<file path="config.mk">
export PLATFORM = sky130hd
export DESIGN_NAME = xt_translate
export DESIGN_NICKNAME = d
export VERILOG_FILES = /design/src/verilog/xt_pkg.sv /design/src/verilog/xt_translate.sv /design/src/verilog/xt_uop_emit.sv /design/src/verilog/xt_sequencer.sv /design/src/verilog/xt_decode.sv
export SDC_FILE = /design/constraint.sdc
export NUM_CORES = 1
export LEC_CHECK = 0
export ABC_AREA = 1
export BUFFER_PORTS_ARGS = -buffer_cell sky130_fd_sc_hd__buf_4
export CAP_MARGIN = 20
export CORE_MARGIN = 2
export CORE_UTILIZATION = 45
export DETAILED_ROUTE_END_ITERATION = 10
export PLACE_DENSITY = 0.78
export SLEW_MARGIN = 20
export SYNTH_ARGS = -nofsm -noshare
export SYNTH_HDL_FRONTEND = slang
export SYNTH_HIERARCHICAL = 1
export SYNTH_SLANG_ARGS = --single-unit
</file>
<file path="constraint.sdc">
create_clock -name iw_clk -period 2.6 [get_ports iw_clk]
set_clock_uncertainty 0.15 [all_clocks]
set_input_delay 0.13 -clock iw_clk [delete_from_list [all_inputs] [get_ports iw_clk]]
set_output_delay 0.13 -clock iw_clk [all_outputs]
set_load 0.05 [all_outputs]
</file>
<file path="src/verilog/xt_pkg.sv">
`default_nettype none

package xt_pkg;

    // Widths that carry a meaning
    typedef logic [23:0] xt_word_t;
    typedef logic [23:0] xt_addr_t;
    typedef logic [7:0]  xt_opc_t;
    typedef logic [15:0] xt_payload_t;
    typedef logic [1:0]  xt_sr_t;
    typedef logic [2:0]  xt_step_t;

    // Special registers
    localparam xt_sr_t SR_LR  = 2'd1;
    localparam xt_sr_t SR_SSP = 2'd2;
    localparam xt_sr_t SR_PC  = 2'd3;

    // Opclasses with their own handling
    localparam logic [3:0] OPCLASS_CTRL  = 4'h6;
    localparam logic [3:0] OPCLASS_STACK = 4'h7;
    localparam logic [3:0] OPCLASS_PRIV  = 4'h9;

    // Control flow subops
    localparam logic [3:0] SUBOP_BTP   = 4'h0;
    localparam logic [3:0] SUBOP_JCCUI = 4'h1;
    localparam logic [3:0] SUBOP_BCCSR = 4'h2;
    localparam logic [3:0] SUBOP_BCCSO = 4'h3;
    localparam logic [3:0] SUBOP_BALSO = 4'h4;
    localparam logic [3:0] SUBOP_JSRUI = 4'h5;
    localparam logic [3:0] SUBOP_BSRSR = 4'h6;
    localparam logic [3:0] SUBOP_BSRSO = 4'h7;
    localparam logic [3:0] SUBOP_RET   = 4'h8;

    // Stack and privileged subops
    localparam logic [3:0] SUBOP_PUSHUR = 4'h0;
    localparam logic [3:0] SUBOP_POPUR  = 4'h2;
    localparam logic [3:0] SUBOP_SETSSP = 4'h0;

    // Micro-op opcodes
    localparam xt_opc_t OPC_NOP      = 8'h00;
    localparam xt_opc_t OPC_JCCUI    = 8'h61;
    localparam xt_opc_t OPC_BCCSR    = 8'h62;
    localparam xt_opc_t OPC_BALSO    = 8'h64;
    localparam xt_opc_t OPC_SRADDSI  = 8'hE0;
    localparam xt_opc_t OPC_SRSUBSI  = 8'hE1;
    localparam xt_opc_t OPC_SRLDSO   = 8'hE2;
    localparam xt_opc_t OPC_SRSTSO   = 8'hE3;
    localparam xt_opc_t OPC_SRMOVUR  = 8'hE4;
    localparam xt_opc_t OPC_SRJCCSO  = 8'hE5;
    localparam xt_opc_t OPC_SRMOVAUR = 8'hE6;
    localparam xt_opc_t OPC_CINCI    = 8'hE7;
    localparam xt_opc_t OPC_LDCSO    = 8'hE8;
    localparam xt_opc_t OPC_STCSO    = 8'hE9;

    typedef enum logic [2:0] {
        PASS,
        TO_NOP,
        REWRITE_SSP,
        MACRO,
        UNDEF
    } xt_kind_e;

    typedef enum logic [2:0] {
        JSR,
        BSR_REG,
        BSR_OFF,
        RET,
        PUSH,
        POP
    } xt_macro_e;

    typedef enum logic {
        IDLE,
        BUSY
    } xt_state_e;

    // Opcode rides along so pass-through words can be rebuilt downstream
    typedef struct packed {
        xt_kind_e    kind;
        xt_macro_e   macro;
        xt_opc_t     opc;
        xt_payload_t payload;
    } xt_dec_t;

    // Micro-ops per macro, indexed by xt_macro_e
    localparam xt_step_t MACRO_LEN [6] = '{
        3'd4,
        3'd4,
        3'd4,
        3'd3,
        3'd6,
        3'd6
    };

endpackage

`default_nettype wire
</file>
<file path="src/verilog/xt_translate.sv">
`default_nettype none

module xt_translate #(
    parameter int MAX_STEPS = 6
) (
    input  wire                   iw_clk,
    input  wire                   iw_rst,
    input  wire xt_pkg::xt_addr_t pc,
    input  wire xt_pkg::xt_word_t instr,
    input  wire                   flush,
    input  wire                   stall,
    output xt_pkg::xt_addr_t      out_pc,
    output xt_pkg::xt_word_t      out_instr,
    output logic                  busy,
    output logic                  seq_start
);
    import xt_pkg::*;

    xt_dec_t   dec;
    xt_state_e state;
    xt_step_t  step;
    xt_dec_t   held_dec;
    xt_addr_t  held_pc;

    xt_decode i_decode (
        .instr (instr),
        .dec   (dec)
    );

    xt_sequencer #(
        .MAX_STEPS (MAX_STEPS)
    ) i_sequencer (
        .iw_clk    (iw_clk),
        .iw_rst    (iw_rst),
        .flush     (flush),
        .stall     (stall),
        .dec       (dec),
        .pc        (pc),
        .state     (state),
        .step      (step),
        .held_dec  (held_dec),
        .held_pc   (held_pc),
        .seq_start (seq_start),
        .busy      (busy)
    );

    xt_uop_emit #(
        .MAX_STEPS (MAX_STEPS)
    ) i_uop_emit (
        .iw_clk    (iw_clk),
        .iw_rst    (iw_rst),
        .flush     (flush),
        .stall     (stall),
        .state     (state),
        .dec       (dec),
        .step      (step),
        .held_dec  (held_dec),
        .pc        (pc),
        .held_pc   (held_pc),
        .out_pc    (out_pc),
        .out_instr (out_instr)
    );

endmodule

`default_nettype wire

</file>
<file path="src/verilog/xt_uop_emit.sv">
`default_nettype none

module xt_uop_emit #(
    parameter int MAX_STEPS = 6
) (
    input  wire                    iw_clk,
    input  wire                    iw_rst,
    input  wire                    flush,
    input  wire                    stall,
    input  var  xt_pkg::xt_state_e state,
    input  wire xt_pkg::xt_dec_t   dec,
    input  wire xt_pkg::xt_step_t  step,
    input  wire xt_pkg::xt_dec_t   held_dec,
    input  wire xt_pkg::xt_addr_t  pc,
    input  wire xt_pkg::xt_addr_t  held_pc,
    output xt_pkg::xt_addr_t       out_pc,
    output xt_pkg::xt_word_t       out_instr
);
    import xt_pkg::*;

    localparam int STEP_W = $clog2(MAX_STEPS);

    xt_dec_t           cur_dec;
    xt_addr_t          cur_pc;
    logic [STEP_W-1:0] cur_step;
    xt_word_t          uop;

    function automatic xt_word_t compose(input xt_dec_t di, input logic [STEP_W-1:0] s);
        xt_payload_t p;
        logic [1:0]  a;
        logic [3:0]  c;
        logic [1:0]  d;
        logic [3:0]  r;
        logic [11:0] imm12;
        xt_word_t    w;
        p     = di.payload;
        a     = p[15:14];
        c     = p[13:10];
        d     = p[11:10];
        r     = p[15:12];
        imm12 = p[11:0];
        w     = '0;
        case (di.kind)
            PASS:        w = {di.opc, p};
            REWRITE_SSP: w = {OPC_SRMOVAUR, SR_SSP, a, 12'd0};
            MACRO: begin
                case (di.macro)
                    JSR, BSR_REG, BSR_OFF: begin
                        // Save the link register on the stack, then branch
                        if (s == STEP_W'(0)) begin
                            w = {OPC_SRSUBSI, SR_SSP, 14'd2};
                        end else if (s == STEP_W'(1)) begin
                            w = {OPC_SRSTSO, SR_SSP, SR_LR, 12'd0};
                        end else if (s == STEP_W'(2)) begin
                            w = {OPC_SRMOVUR, SR_LR, SR_PC, 12'd0};
                        end else if (di.macro == JSR) begin
                            w = {OPC_JCCUI, 4'd0, imm12};
                        end else if (di.macro == BSR_REG) begin
                            w = {OPC_BCCSR, r, 4'd0, 8'd0};
                        end else begin
                            w = {OPC_BALSO, p};
                        end
                    end
                    RET: begin
                        if (s == STEP_W'(0)) begin
                            w = {OPC_SRADDSI, SR_SSP, 14'd2};
                        end else if (s == STEP_W'(1)) begin
                            w = {OPC_SRLDSO, SR_LR, SR_SSP, 12'hFFE};
                        end else begin
                            w = {OPC_SRJCCSO, SR_LR, 4'd0, 10'd1};
                        end
                    end
                    PUSH: begin
                        if (s == STEP_W'(0)) begin
                            w = {OPC_CINCI, a, 14'h3FFF};
                        end else if (s == STEP_W'(5)) begin
                            w = {OPC_STCSO, a, c, 10'd0};
                        end else begin
                            w = {OPC_NOP, 16'd0};
                        end
                    end
                    POP: begin
                        if (s == STEP_W'(0)) begin
                            w = {OPC_CINCI, d, 14'd1};
                        end else if (s == STEP_W'(5)) begin
                            w = {OPC_LDCSO, r, d, 10'h3FF};
                        end else begin
                            w = {OPC_NOP, 16'd0};
                        end
                    end
                    default: w = '0;
                endcase
            end
            // Branch-target markers and undefined opclasses
            default:     w = '0;
        endcase
        return w;
    endfunction

    // Live decode starts a sequence, held copy carries it on
    assign cur_dec  = (state == BUSY) ? held_dec : dec;
    assign cur_pc   = (state == BUSY) ? held_pc : pc;
    assign cur_step = (state == BUSY) ? STEP_W'(step) : '0;
    assign uop      = compose(cur_dec, cur_step);

    always_ff @(posedge iw_clk or posedge iw_rst) begin
        if (iw_rst) begin
            out_pc    <= '0;
            out_instr <= '0;
        end else if (flush) begin
            out_pc    <= '0;
            out_instr <= '0;
        end else if (!stall) begin
            out_pc    <= cur_pc;
            out_instr <= uop;
        end
    end

    a_out_held: assert property (@(posedge iw_clk) disable iff (iw_rst)
        stall && !flush |=> $stable(out_instr) && $stable(out_pc));

endmodule

`default_nettype wire

</file>
<file path="src/verilog/xt_sequencer.sv">
`default_nettype none

module xt_sequencer #(
    parameter int MAX_STEPS = 6
) (
    input  wire                    iw_clk,
    input  wire                    iw_rst,
    input  wire                    flush,
    input  wire                    stall,
    input  wire xt_pkg::xt_dec_t   dec,
    input  wire xt_pkg::xt_addr_t  pc,
    output xt_pkg::xt_state_e      state,
    output xt_pkg::xt_step_t       step,
    output xt_pkg::xt_dec_t        held_dec,
    output xt_pkg::xt_addr_t       held_pc,
    output logic                   seq_start,
    output logic                   busy
);
    import xt_pkg::*;

    localparam int STEP_W = $clog2(MAX_STEPS);

    logic [STEP_W-1:0] cnt;
    logic              last;

    assign seq_start = (state == IDLE) && (dec.kind == MACRO);
    assign busy      = (state == BUSY);
    assign step      = xt_step_t'(cnt);

    // Final micro-op of the held macro
    assign last = (cnt == STEP_W'(MACRO_LEN[held_dec.macro] - 3'd1));

    always_ff @(posedge iw_clk or posedge iw_rst) begin
        if (iw_rst) begin
            state    <= IDLE;
            cnt      <= '0;
            held_dec <= '0;
            held_pc  <= '0;
        end else if (flush) begin
            state    <= IDLE;
            cnt      <= '0;
            held_dec <= '0;
            held_pc  <= '0;
        end else if (!stall) begin
            case (state)
                IDLE: begin
                    // Step 0 goes out this cycle from the live decode
                    if (seq_start) begin
                        state    <= BUSY;
                        cnt      <= STEP_W'(1);
                        held_dec <= dec;
                        held_pc  <= pc;
                    end
                end
                BUSY: begin
                    if (last) begin
                        state <= IDLE;
                        cnt   <= '0;
                    end else begin
                        cnt <= cnt + 1'b1;
                    end
                end
                default: begin
                    state <= IDLE;
                    cnt   <= '0;
                end
            endcase
        end
    end

    a_step_in_range: assert property (@(posedge iw_clk) disable iff (iw_rst)
        state == BUSY |-> step < MACRO_LEN[held_dec.macro]);

    a_step_frozen: assert property (@(posedge iw_clk) disable iff (iw_rst)
        stall && !flush |=> $stable(step) && $stable(state));

endmodule

`default_nettype wire

</file>
<file path="src/verilog/xt_decode.sv">
`default_nettype none

module xt_decode (
    input  wire xt_pkg::xt_word_t instr,
    output xt_pkg::xt_dec_t       dec
);
    import xt_pkg::*;

    logic [3:0] opclass;
    logic [3:0] subop;

    assign opclass = instr[23:20];
    assign subop   = instr[19:16];

    always_comb begin
        dec.kind    = UNDEF;
        dec.macro   = JSR;
        dec.opc     = instr[23:16];
        dec.payload = instr[15:0];

        case (opclass)
            4'h0, 4'h1, 4'h2, 4'h3, 4'h4, 4'h5, 4'hF: begin
                dec.kind = PASS;
            end
            OPCLASS_PRIV: begin
                if (subop == SUBOP_SETSSP) begin
                    dec.kind = REWRITE_SSP;
                end else begin
                    dec.kind = PASS;
                end
            end
            OPCLASS_CTRL: begin
                case (subop)
                    SUBOP_BTP: begin
                        dec.kind = TO_NOP;
                    end
                    SUBOP_JCCUI, SUBOP_BCCSR, SUBOP_BCCSO, SUBOP_BALSO: begin
                        dec.kind = PASS;
                    end
                    SUBOP_JSRUI: begin
                        dec.kind  = MACRO;
                        dec.macro = JSR;
                    end
                    SUBOP_BSRSR: begin
                        dec.kind  = MACRO;
                        dec.macro = BSR_REG;
                    end
                    SUBOP_BSRSO: begin
                        dec.kind  = MACRO;
                        dec.macro = BSR_OFF;
                    end
                    SUBOP_RET: begin
                        dec.kind  = MACRO;
                        dec.macro = RET;
                    end
                    default: begin
                        dec.kind = UNDEF;
                    end
                endcase
            end
            OPCLASS_STACK: begin
                if (subop == SUBOP_PUSHUR) begin
                    dec.kind  = MACRO;
                    dec.macro = PUSH;
                end else if (subop == SUBOP_POPUR) begin
                    dec.kind  = MACRO;
                    dec.macro = POP;
                end else begin
                    dec.kind = UNDEF;
                end
            end
            // Opclass 8 and A to E
            default: begin
                dec.kind = UNDEF;
            end
        endcase
    end

endmodule

`default_nettype wire

</file>
; Word-level counts from Yosys, hierarchy flattened
; Memories as Yosys holds them, arrays and structs flattened.
; Index checks and enable logic that the tools add are counted.
; Widths: inputs -> output; s select.
[word_totals]
reg_bits = 106
romBits = 24
input_bits = 52
output_inout_bits = 50
wordCells = 108
memories = 1
[memory_table]
columns = name, words, width, rd, rd_clocked_by_memory_dff, wr, line
row1 = (name not given), 8, 3, 1, 0, 0, xt_sequencer.sv:31  ; assign last = (cnt == STEP_W'(MACRO_LEN[held_dec.macro] - 3'd1));
[op_classes]
n_addsub = 2
order_cmp = 1
n_eq_ne = 32
n_mux = 48
bitwise = 2
n_reduce_logical = 13
[op_table]
columns = operator, n
row1 = $mux 24, 18
row2 = $mux 30, 5
row3 = $pmux 24 s4, 1
row4 = $pmux 24 s3, 1
row5 = $mux 19, 2
row6 = $eq 4x3->1 const B, 8
row7 = $mux 3, 9
row8 = $eq 3x2->1 const B, 6
row9 = $eq 4x2->1 const B, 4
row10 = $eq 4x4->1 const B, 3
row11 = $pmux 3 s2, 2
row12 = $pmux 3 s4, 1
row13 = $eq 3x3->1 const B, 3
row14 = $logic_not 3->1, 3
row15 = $pmux 3 s3, 1
row16 = $eq 4x1->1 const B, 2
row17 = $logic_not 4->1, 2
row18 = $reduce_or 4->1, 2
row19 = $reduce_or 7->1, 1
row20 = $eq 3x1->1 const B, 2
row21 = $mux 6, 1
row22 = $pmux 2 s3, 1
row23 = $ge 4x4->1 const B, 1
row24 = $mux 1, 4
row25 = other kinds (14), 15

; Longest topological paths before layout
; Gate-level depths: netlist of the first run.
[logic_depth]
depth_word = 15
mapped_depth = 19
mapped_depth_nobuf = 19

; Modules after synthesis
; The synthesis of the first run kept the hierarchy.
[by_module_without_submodules]
columns = mod, instances, cells_per_inst, area_each_um2, seq_area_each_um2
row1 = xt_uop_emit, 1, 467, 3178.0, 1201.2
row2 = xt_sequencer, 1, 281, 2942.8, 1451.4
row3 = xt_decode, 1, 75, 406.6, 0.0

; Worst setup path after synthesis of the first run
; No wires, ideal clock.
[synth_timing]
path_type = flip-flop to flip-flop
start = register i_sequencer.state, in the netlist i_sequencer/busy
end = register i_uop_emit.out_instr[4]
setup_time_ns = 0.118
arrival_time_ns = 1.973
required_time_ns = 2.332
slack_ns = 0.360
stages_incl_launch_ff = 12
n_path_buf = 1
period_less_slack_ns = 2.240
cell_sequence = dfrtp_1 -> buf_4 -> inv_2 -> or2_0 -> o21ai_0 -> inv_2 -> nand2_4 -> nor2_4 -> a21oi_4 -> o21ai_0 -> nand2_1 -> nand2_1
[synth_between]
elab_chain_len = 11
elab_cells_between_ends = 30
cone_classes = eq/ne: 10 / mux: 16 / reduce/logical: 4
[synth_rtl]
columns = element, line
row1 = from (decl), xt_sequencer.sv:12  ; output xt_pkg::xt_state_e state,
row2 = from (signal assigned), xt_sequencer.sv:35  ; state <= IDLE;
row3 = from (signal assigned), xt_sequencer.sv:40  ; state <= IDLE;
row4 = from (signal assigned), xt_sequencer.sv:49  ; state <= BUSY;
row5 = $mux 30, xt_uop_emit.sv:101  ; assign cur_dec = (state == BUSY) ? held_dec : dec;
row6 = $eq 3x1->1, "xt_uop_emit.sv:47, xt_uop_emit.sv:58"
row7 = $mux 19, xt_uop_emit.sv:58  ; end else if (di.macro == BSR_REG) begin
row8 = $mux 24, xt_uop_emit.sv:56  ; end else if (di.macro == JSR) begin
row9 = $mux 24, xt_uop_emit.sv:54  ; end else if (s == STEP_W'(2)) begin
row10 = $mux 24, xt_uop_emit.sv:52  ; end else if (s == STEP_W'(1)) begin
row11 = $mux 24, xt_uop_emit.sv:50  ; if (s == STEP_W'(0)) begin
row12 = $pmux 24 s4, xt_uop_emit.sv:47  ; case (di.macro)
row13 = $pmux 24 s3 (*), xt_uop_emit.sv:43  ; case (di.kind)
row14 = $mux 24 (*), xt_uop_emit.sv:113  ; end else if (!stall) begin
row15 = $mux 24 (*), xt_uop_emit.sv:110  ; end else if (flush) begin
row16 = to (signal assigned), xt_uop_emit.sv:115  ; out_instr <= uop;
row17 = to (decl), xt_uop_emit.sv:17  ; output xt_pkg::xt_word_t out_instr
; Mark *: on every way between the ends. The rest lies on a longest branch, timed or not. The select of a mux whose other input is x is not followed.
; A chain may end at the register's enable or synchronous reset.

==> results of run 1 <==
[layout by cell type (no fill, tap or decap), types with 2 or more instances in the layout]
cell,count
nor2_1,46
nand2_4,4
o21ai_4,2
nor2_4,5
o21ai_1,12
a21oi_1,9
nand4_1,3
o21ai_2,48
nor2_2,8
nand3_1,44
inv_1,87
mux2i_1,10
or2_0,2
buf_4,114
buf_12,5
dfrtp_1,105
o21ai_0,70
nand2_1,225
o211ai_1,3
nand2_2,7
inv_2,9
or2_2,2
clkbuf_1,3
a21oi_4,2
nand3_2,39
dlygate4sd3_1,51
clkbuf_16,9
nand3b_1,2
nor3_1,3
[power breakdown]
group          leakage [nW]  switching [mW]  internal (mW)
sequential             1.41          0.0569           1.75
clock                 0.144           0.617          0.781
combinational          2.41           0.480          0.281
total                  3.97            1.15           2.81
[kinds of logic (layout without fill, tap and decap cells)]
| kind of cell | Yosys count | in the layout | synth area share, % |
|---|---|---|---|
| buffers and inverters | 160 | 284 | 12.9 |
| adders and majority gates | 1 | 1 | 0.192 |
| DFF | 106 | 106 | 40.6 |
| AOI/OAI and AO/OA | 152 | 152 | 15.3 |
| and+or+nand+nor | 394 | 394 | 29.4 |
| muxes | 10 | 10 | 1.53 |
[routing by layer]
metal  routed length, um  GRT usage [%]  up-vias
met5                   0              0        -
met4                 527           8.06        0
met3                1120           5.67       40
met2                8160           37.5      207
met1                7540           29.2     2718
li1                    -              -     2845
[sequential cells by signal (all words and copies together) (netlist names)]
signal,count
i_sequencer/held_pc,24
i_uop_emit/out_pc,24
i_sequencer/held_dec,30
i_sequencer/step,3
i_uop_emit/out_instr,24
i_sequencer/busy,1
[area by class of cell]
type	count	share of cell area, %
clock buffers	13	3.09
flip-flops and latches	106	32.8
inverters	98	4.59
well taps	184	2.85
clock inverters	3	0.588
repair buffers	170	18.1
multi-input cells	557	38.0
[metrics by stage]
stage | cell area, um2 | power [mW] | util [%] | std cells | setup slack (ps)
final | 8090 | 3.96 | 56.3 | 1131 | 119
after global routing | 8090 | 4.12 | 56.3 | 1131 | -40.3
after CTS | 8030 | 3.99 | 55.9 | 1126 | 166
after detailed placement | 7220 | 2.53 | 50.2 | 1059 | 352
after global placement | 7220 | 2.52 | 50.2 | 1059 | 327
after floorplan | 6530 | 2.32 | - | 823 | 360
[path summary, 6_finish.rpt]
| path | start | to | slack (ps) | depth (start not counted) |
|---|---|---|---|---|
| max in group asynchronous | iw_rst | i_sequencer/busy | 1330 | 4 |
| setup / recovery | instr[16] | i_uop_emit/out_instr[13] | 120 | 19 |
| min in group iw_clk | i_uop_emit/out_instr[4] | i_uop_emit/out_instr[4] | 330 | 2 |
| hold / removal | iw_rst | i_uop_emit/out_pc[22] | 50 | 3 |
| setup reg to reg | i_sequencer/busy | i_uop_emit/out_instr[18] | 320 | 10 |
| hold reg to reg | i_uop_emit/out_instr[4] | i_uop_emit/out_instr[4] | 330 | 2 |
[timing repair]
action / in CTS / in global routing
gates resized for setup: 0 / 6
setup endpoints to repair: 0 / 21
setup buffers: 0 / 5
hold buffers: 51 / 0
endpoints found under the hold margin: 153 / 0
[worst reg2reg max path: stages, from the launching register on]
cell and delay [ps]:
dfrtp_2 550, inv_2 180, o21ai_0 460, nand2_1 180, nor2_1 220, o31ai_1 130, nand2_1 80, nand2_1 40
nand3_1 60, nand2_1 80, nand2_1 70
==> results.toml, run 1 <==
[clock_network]
cts.sinks = 106
cts_buffers = 9
clock-root-buffer = "clkbuf_16"
insertion_delay_ps = 350
cts-htree-levels = 3
path_clk_slew_ps = 70
cts_tree = "built"
clockBufferDepth = 2

[yosys]
avgSynthCellArea_um2 = 7.93
yosys.cell_count.top_type = "nand2_1"
syn-num-nets = 876
synth_top_area_share_pct = 40.6
ys_warn_count = 6
ys_async_sr_fraction_pct = 100
ys_seq_area_share_pct = 40.6
synth_edf_count = 0
synth.distinct_cells = 46
ys_seq_elements = 106
synthTopCellsByCount = "225 x nand2_1, 106 x dfrtp_1, 90 x inv_1"
synthCells = 823
netlist_area_mm2 = 0.00653
synth_top_flop_cell = "dfrtp_1"
synth_area_leaders = "dfrtp_1 41%, nand2_1 13%, o21ai_2 6.6%"
yosys.area.top_type = "dfrtp_1"

[setup_path]
cp-end-kind = "flop"
cp_slowest_cell = "dlygate4sd3_1"
worstPathCellList = "dlygate4sd3_1, buf_4, nor2_1, nand3_1, nand2_1, nand2_1, nand2_1, nand2_1, nand2_4, nand2_1, nor2_4, nand3_2, nand2_1, nor2_1, nand2_1, nand2_1, nand2_1, nand2_1, nand2_1"
crit_path_start_kind = "primary input"
path_delay_family = "simple AND/OR/NAND/NOR gates"
crit_top_cell = "nand2_1"
critPathRequiredTime_ps = 2740
slowest_delay_ps = 550
crit_fanout = 7
path_class = "primary input to flop"
arrival_ps = 2620
crit_buf_inv = 2

[global_route]
grt_pass1_wl_mm = 28.7
grt.total_usage_pct = 22.8
antenna_found_initial = 0
overflow = 0
grt_max_degree = 61
grt_pass1_vias = 5692

[run]
drv_cap = 0

[timing]
setup_violations = 0
final_max_slew_viol_count = 0
tns_ps = 0
slew_headroom_pct = 50.0
tightest_slew_ps = 749
finalCritPeriodShare_pct = 95.4
grt_setup_unrepaired = "true"
min_period_ps = 2480
whs_ps = 45.0
fmaxAchievable_mhz = 403
finalHoldViolCount = 0

[drt]
first_iter_violations = 383
vias = 5810
wl_per_cell_um = 15.3
ant_nets = 0
drc = 0
drtPass1Iterations = 5
drt_wl_total_mm = 17.4
avgViaCountPerCell = 5.14

[layout]
final_nets = 995
multi_input_area_mm2 = 0.00307
area_delta_synth_final_pct = 23.9
drive_gt1_share_pct = 28.1
seq_area_mm2 = 0.00265
fillerInstances = 1295
diodes = 0

[placement]
numPortBuffers = 101
dpl.hpwl_mm = 11.7
gp_congestion = 0.974

[floorplanning]
die-area_mm2 = 0.0155
dieHeight_um = 124
ios = 102
core_area_mm2 = 0.0144
rows = 44
die_w_um = 124
start_util_pct = 45.4

[pwr]
peakVddDrop_mv = 0.339
p_per_area_mw_per_mm2 = 490
total_leakage_power_nw = 3.97

[hold_path]
hold_path_class = "primary input to async pin"

[run_status]
outcome = "finished clean"
No activity file was read; power rests on OpenSTA's default activity.
==> run 2, diff against run 1 <==
Settings changed: CORE_UTILIZATION 45 to 58, PLACE_DENSITY 0.78 to 0.93.
==> run 2 against run 1 <==
Compared with the run above:
- power decreased by 4.3%
- count of clock-buffer cells in the layout fell by 3
- sequential power hardly changed
- clock power fell by 14%
- cell count fell by 3.3%
- routed wire length is 5.9% higher
- die area down 22%
- largest cell class unchanged
==> results.toml, run 2 (synthesized netlist as in run 1, its figures left out) <==
[timing]
slew_headroom_pct = 58.7
min_period_ps = 2460
tightest_slew_ps = 613
whs_ps = 44.6
grt_setup_unrepaired = "false"
worst_slack_ps = 143
final_max_slew_viol_count = 0
fmaxAchievable_mhz = 407
tns_ps = 0
finalCritPeriodShare_pct = 94.5
setup_violations = 0
finalHoldViolCount = 0

[setup_path]
crit_path_start_kind = "primary input"
r2r_cells = 8
r2r-end = "i_uop_emit/out_instr[4]"
critPathRequiredTime_ps = 2770
timing.rr.start = "i_sequencer/busy"
path_class = "primary input to flop"
cp-end-kind = "flop"
arrival_ps = 2630
rrSetupSlack_ps = 220
crit_fanout = 14

[clock_network]
insertion_delay_ps = 380
cts-htree-levels = 3
cts_tree = "built"
clockBufferDepth = 2
path_clk_slew_ps = 110
cts_buffers = 9
cts.sinks = 106
clock-root-buffer = "clkbuf_8"

[placement]
gp_congestion = 1.00
numPortBuffers = 101
placed_area_mm2 = 0.00724
dpl.hpwl_mm = 12.2
place_inst = 1023
pre_cts_ws_ps = 286

[floorplanning]
dieHeight_um = 110
ios = 102
start_util_pct = 60.0
die-area_mm2 = 0.0121
rows = 38
core_area_mm2 = 0.0109
die_w_um = 110

[layout]
area_delta_synth_final_pct = 23.2
seq_area_mm2 = 0.00265
multi_input_area_mm2 = 0.00307
largest_register_ffs = 30
stdcell_area_mm2 = 0.00804
final_cells = 1094
fillerInstances = 802
final_core_util_pct = 73.9
layout_commonest_cell = "nand2_1"
final_nets = 1002
final_cell_mix = "225 x nand2_1, 119 x buf_4, 105 x dfrtp_1"
top_register = "i_sequencer/held_dec"
diodes = 0
drive_gt1_share_pct = 28.7

[global_route]
grt_pass1_wl_mm = 30.0
grt_max_degree = 44
grt.total_usage_pct = 32.0
overflow = 0
grt_pass1_vias = 6195
antenna_found_initial = 0

[pwr]
p_sw_mw = 1.17
peakVddDrop_mv = 0.409
p_sw_share_pct = 30.9
p_seq_share_pct = 47.7
pwr-share-comb_pct = 20.8
clkPwrFrac_pct = 31.6
power.internal_mw = 2.62
total_leakage_power_nw = 3.98
p_per_area_mw_per_mm2 = 471
power.total_mw = 3.79

[run_status]
outcome = "finished clean"

[drt]
vias = 6031
drtPass1Iterations = 5
ant_nets = 0
drc = 0
drt_wl_total_mm = 18.4
first_iter_violations = 515
wl_per_cell_um = 16.8
avgViaCountPerCell = 5.51

[hold_path]
hold_path_class = "primary input to async pin"

[run]
drv_cap = 0
-- run 2: worst max-delay path by stage --
stage / start / end / slack [ps]
5_1_grt: instr[19] / i_uop_emit/out_instr[3] / 20
3_3_place_gp: i_sequencer/busy / i_uop_emit/out_instr[4] / 330
3_5_place_dp: i_sequencer/busy / i_uop_emit/out_instr[9] / 290
6_report: instr[16] / i_uop_emit/out_instr[9] / 140
4_1_cts: instr[18] / i_uop_emit/out_instr[9] / 140
2_1_floorplan: i_sequencer/busy / i_uop_emit/out_instr[4] / 360
-- run 2: power groups by stage --
stage               registers (mW)  clock network, mW  logic, mW
CTS                           1.80               1.21      0.772
global placement              1.83                  0      0.689
global route                  1.82               1.28      0.850
detailed placement            1.83                  0      0.708
finish                        1.81               1.20      0.788
floorplan                     1.95                  0      0.371
-- run 2: layout make-up --
cell class | instances | area share, %
clock buffer | 10 | 1.71
clock inverter | 6 | 1.20
inverter | 98 | 4.62
multi-input combinational | 557 | 38.1
sequential | 106 | 33.0
tap | 140 | 2.18
timing repair buffer | 177 | 19.2
-- run 2: critical path: stages --
cell and delay [ps]:
dlygate4sd3_1 550, buf_4 160, inv_1 90, nand2_1 60
nand2_1 100, nand2_1 60, nand2_1 50, o21ai_1 120
o21ai_2 360, nand2_4 140, a21oi_4 450, buf_4 220
nand2_1 60, nand2_1 60
-- run 2: repair_timing --
item | in CTS | in global routing
endpoints found under the setup margin | 0 | 47
buffers inserted | 0 | 4
resized for setup | 0 | 5
hold buffers | 51 | 0
hold endpoints to repair | 141 | 0
-- run 2: metal layers --
layer | vias up | global-route usage, % | share of wire [%]
met5 | - | 0 | 0
met4 | 0 | 9.76 | 2.1
met3 | 47 | 7.70 | 7.6
met2 | 298 | 55.9 | 50
met1 | 2831 | 39.1 | 40
li1 | 2855 | - | -
==> run 3, diff against run 2 <==
Settings changed: CTS_BUF_LIST from default to sky130_fd_sc_hd__clkbuf_16.
==> run 3 against run 2 <==
Compared with the run above:
- global-route usage decreased by 0.084 points
- count of clock-buffer cells in the layout decreased by 1
- routed wire length increased by 0.83%
- worst hold slack improved by 50 ps
- core utilization increased by 1.0 points
- sequential power about the same
- fmax decreased by 2.0%
- die area unchanged
- combinational power about the same
- flip-flop and latch count unchanged
- first-iteration DRC count increased by 4.1%
- clock power increased by 25%
- highest routed layer unchanged
==> results.toml, run 3 (synthesized netlist as in run 1, its figures left out) <==
[placement]
placed_area_mm2 = 0.00724
gp_congestion = 1.00
pre_cts_ws_ps = 286
numPortBuffers = 101
dpl.hpwl_mm = 12.2
place_inst = 1023

[hold_path]
hold_path_class = "primary input to async pin"

[floorplanning]
die-area_mm2 = 0.0121
die_w_um = 110
core_area_mm2 = 0.0109
dieHeight_um = 110
start_util_pct = 60.0
rows = 38
ios = 102

[global_route]
grt_pass1_vias = 6219
grt_max_degree = 44
antenna_found_initial = 0
overflow = 0
grt_pass1_wl_mm = 29.9
grt.total_usage_pct = 31.9

[setup_path]
r2r_cells = 9
path_class = "primary input to flop"
critPathRequiredTime_ps = 2730
r2r-end = "i_uop_emit/out_instr[7]"
cp-end-kind = "flop"
crit_fanout = 14
slowest_delay_ps = 550
crit_buf_inv = 4
crit_top_cell = "nand2_1"
cp_slowest_cell = "dlygate4sd3_1"
rrSetupSlack_ps = 190
crit_path_start_kind = "primary input"
arrival_ps = 2640
worstPathCellList = "dlygate4sd3_1, buf_4, inv_1, nand2_1, nand2_1, nand2_1, nand2_1, o21ai_1, o21ai_2, nand2_4, a21oi_4, buf_4, nand2_1, nand2_1"
timing.rr.start = "i_sequencer/busy"
path_delay_family = "buffers and inverters"

[layout]
stdcell_area_mm2 = 0.00816
area_delta_synth_final_pct = 24.9
drive_gt1_share_pct = 29.0
top_register = "i_sequencer/held_dec"
final_cell_mix = "224 x nand2_1, 121 x buf_4, 105 x dfrtp_1"
layout_commonest_cell = "nand2_1"
diodes = 0
final_nets = 1004
fillerInstances = 784
final_cells = 1096
largest_register_ffs = 30

[clock_network]
cts_tree = "built"
clockBufferDepth = 2
insertion_delay_ps = 340
clock-root-buffer = "clkbuf_16"
cts_buffers = 9
path_clk_slew_ps = 70
cts-htree-levels = 3
cts.sinks = 106

[timing]
tns_ps = 0
whs_ps = 94.8
tightest_slew_ps = 598
finalCritPeriodShare_pct = 96.4
worst_slack_ps = 93.3
fmaxAchievable_mhz = 399
setup_violations = 0
slew_headroom_pct = 59.7
final_max_slew_viol_count = 0
min_period_ps = 2510
finalHoldViolCount = 0

[drt]
drc = 0
drt_wl_total_mm = 18.5
vias = 6040
ant_nets = 0
drtPass1Iterations = 6
avgViaCountPerCell = 5.51
first_iter_violations = 536
wl_per_cell_um = 16.9

[pwr]
p_per_area_mw_per_mm2 = 503
peakVddDrop_mv = 0.572
total_leakage_power_nw = 4.03

[run]
drv_cap = 0

[run_status]
outcome = "finished clean"
==> run 3: changes by cell type in the layout (fill, tap and decap cells not counted), sizes merged <==
| cell | change |
|---|---|
| buf | +2 |
| clkbuf | -1 |
| clkinv | +1 |
==> run 3: worst max path at each step <==
stage	startpoint	endpoint	slack [ps]	depth (start not counted)
floorplan	i_sequencer/busy	i_uop_emit/out_instr[4]	360	11
global placement	i_sequencer/busy	i_uop_emit/out_instr[4]	330	12
detailed placement	i_sequencer/busy	i_uop_emit/out_instr[9]	290	9
CTS	instr[18]	i_uop_emit/out_instr[7]	90	14
global route	instr[19]	i_uop_emit/out_instr[3]	-6	17
finish	instr[16]	i_uop_emit/out_instr[7]	90	14
==> run 3: layout make-up <==
type / instances / area, um2 / share of cell area, %
multi-input cells: 557 / 3070 / 37.6
well taps: 140 / 175 / 2.15
clock buffers: 9 / 225 / 2.76
clock inverters: 7 / 100 / 1.23
inverters: 98 / 372 / 4.56
repair buffers: 179 / 1560 / 19.1
flip-flops and latches: 106 / 2650 / 32.5
==> run 3: worst min-delay path: cells and delay by family <==
family,cells,cell delay (ps)
buffers and inverters,3,820
==> run 3: metrics by stage <==
stage                     power, mW  util [%]
final                          4.10      74.9
after detailed placement       2.54      66.5
after global routing           4.25      74.9
after global placement         2.52      66.5
after floorplan                2.32         -
after CTS                      4.09      74.1
==> run 3: routing by layer <==
layer	global-route usage (%)	up-vias	part of all wire (%)
met3	7.47	38	8.0
met2	55.5	316	51
met4	10.1	0	2.0
met1	39.1	2832	39
met5	0	-	0
li1	-	2854	-
==> run 3: where the power goes <==
| part | leakage [nW] | internal [mW] | switching (mW) |
|---|---|---|---|
| sequential | 1.41 | 1.74 | 0.0621 |
| clock | 0.156 | 0.854 | 0.650 |
| combinational | 2.46 | 0.292 | 0.497 |
==> run 3: what timing repair did <==
action	4_1_cts	5_1_grt
hold endpoints to repair	138	0
resized for setup	0	7
hold buffers	51	0
buffers inserted	0	6
endpoints found under the setup margin	0	67
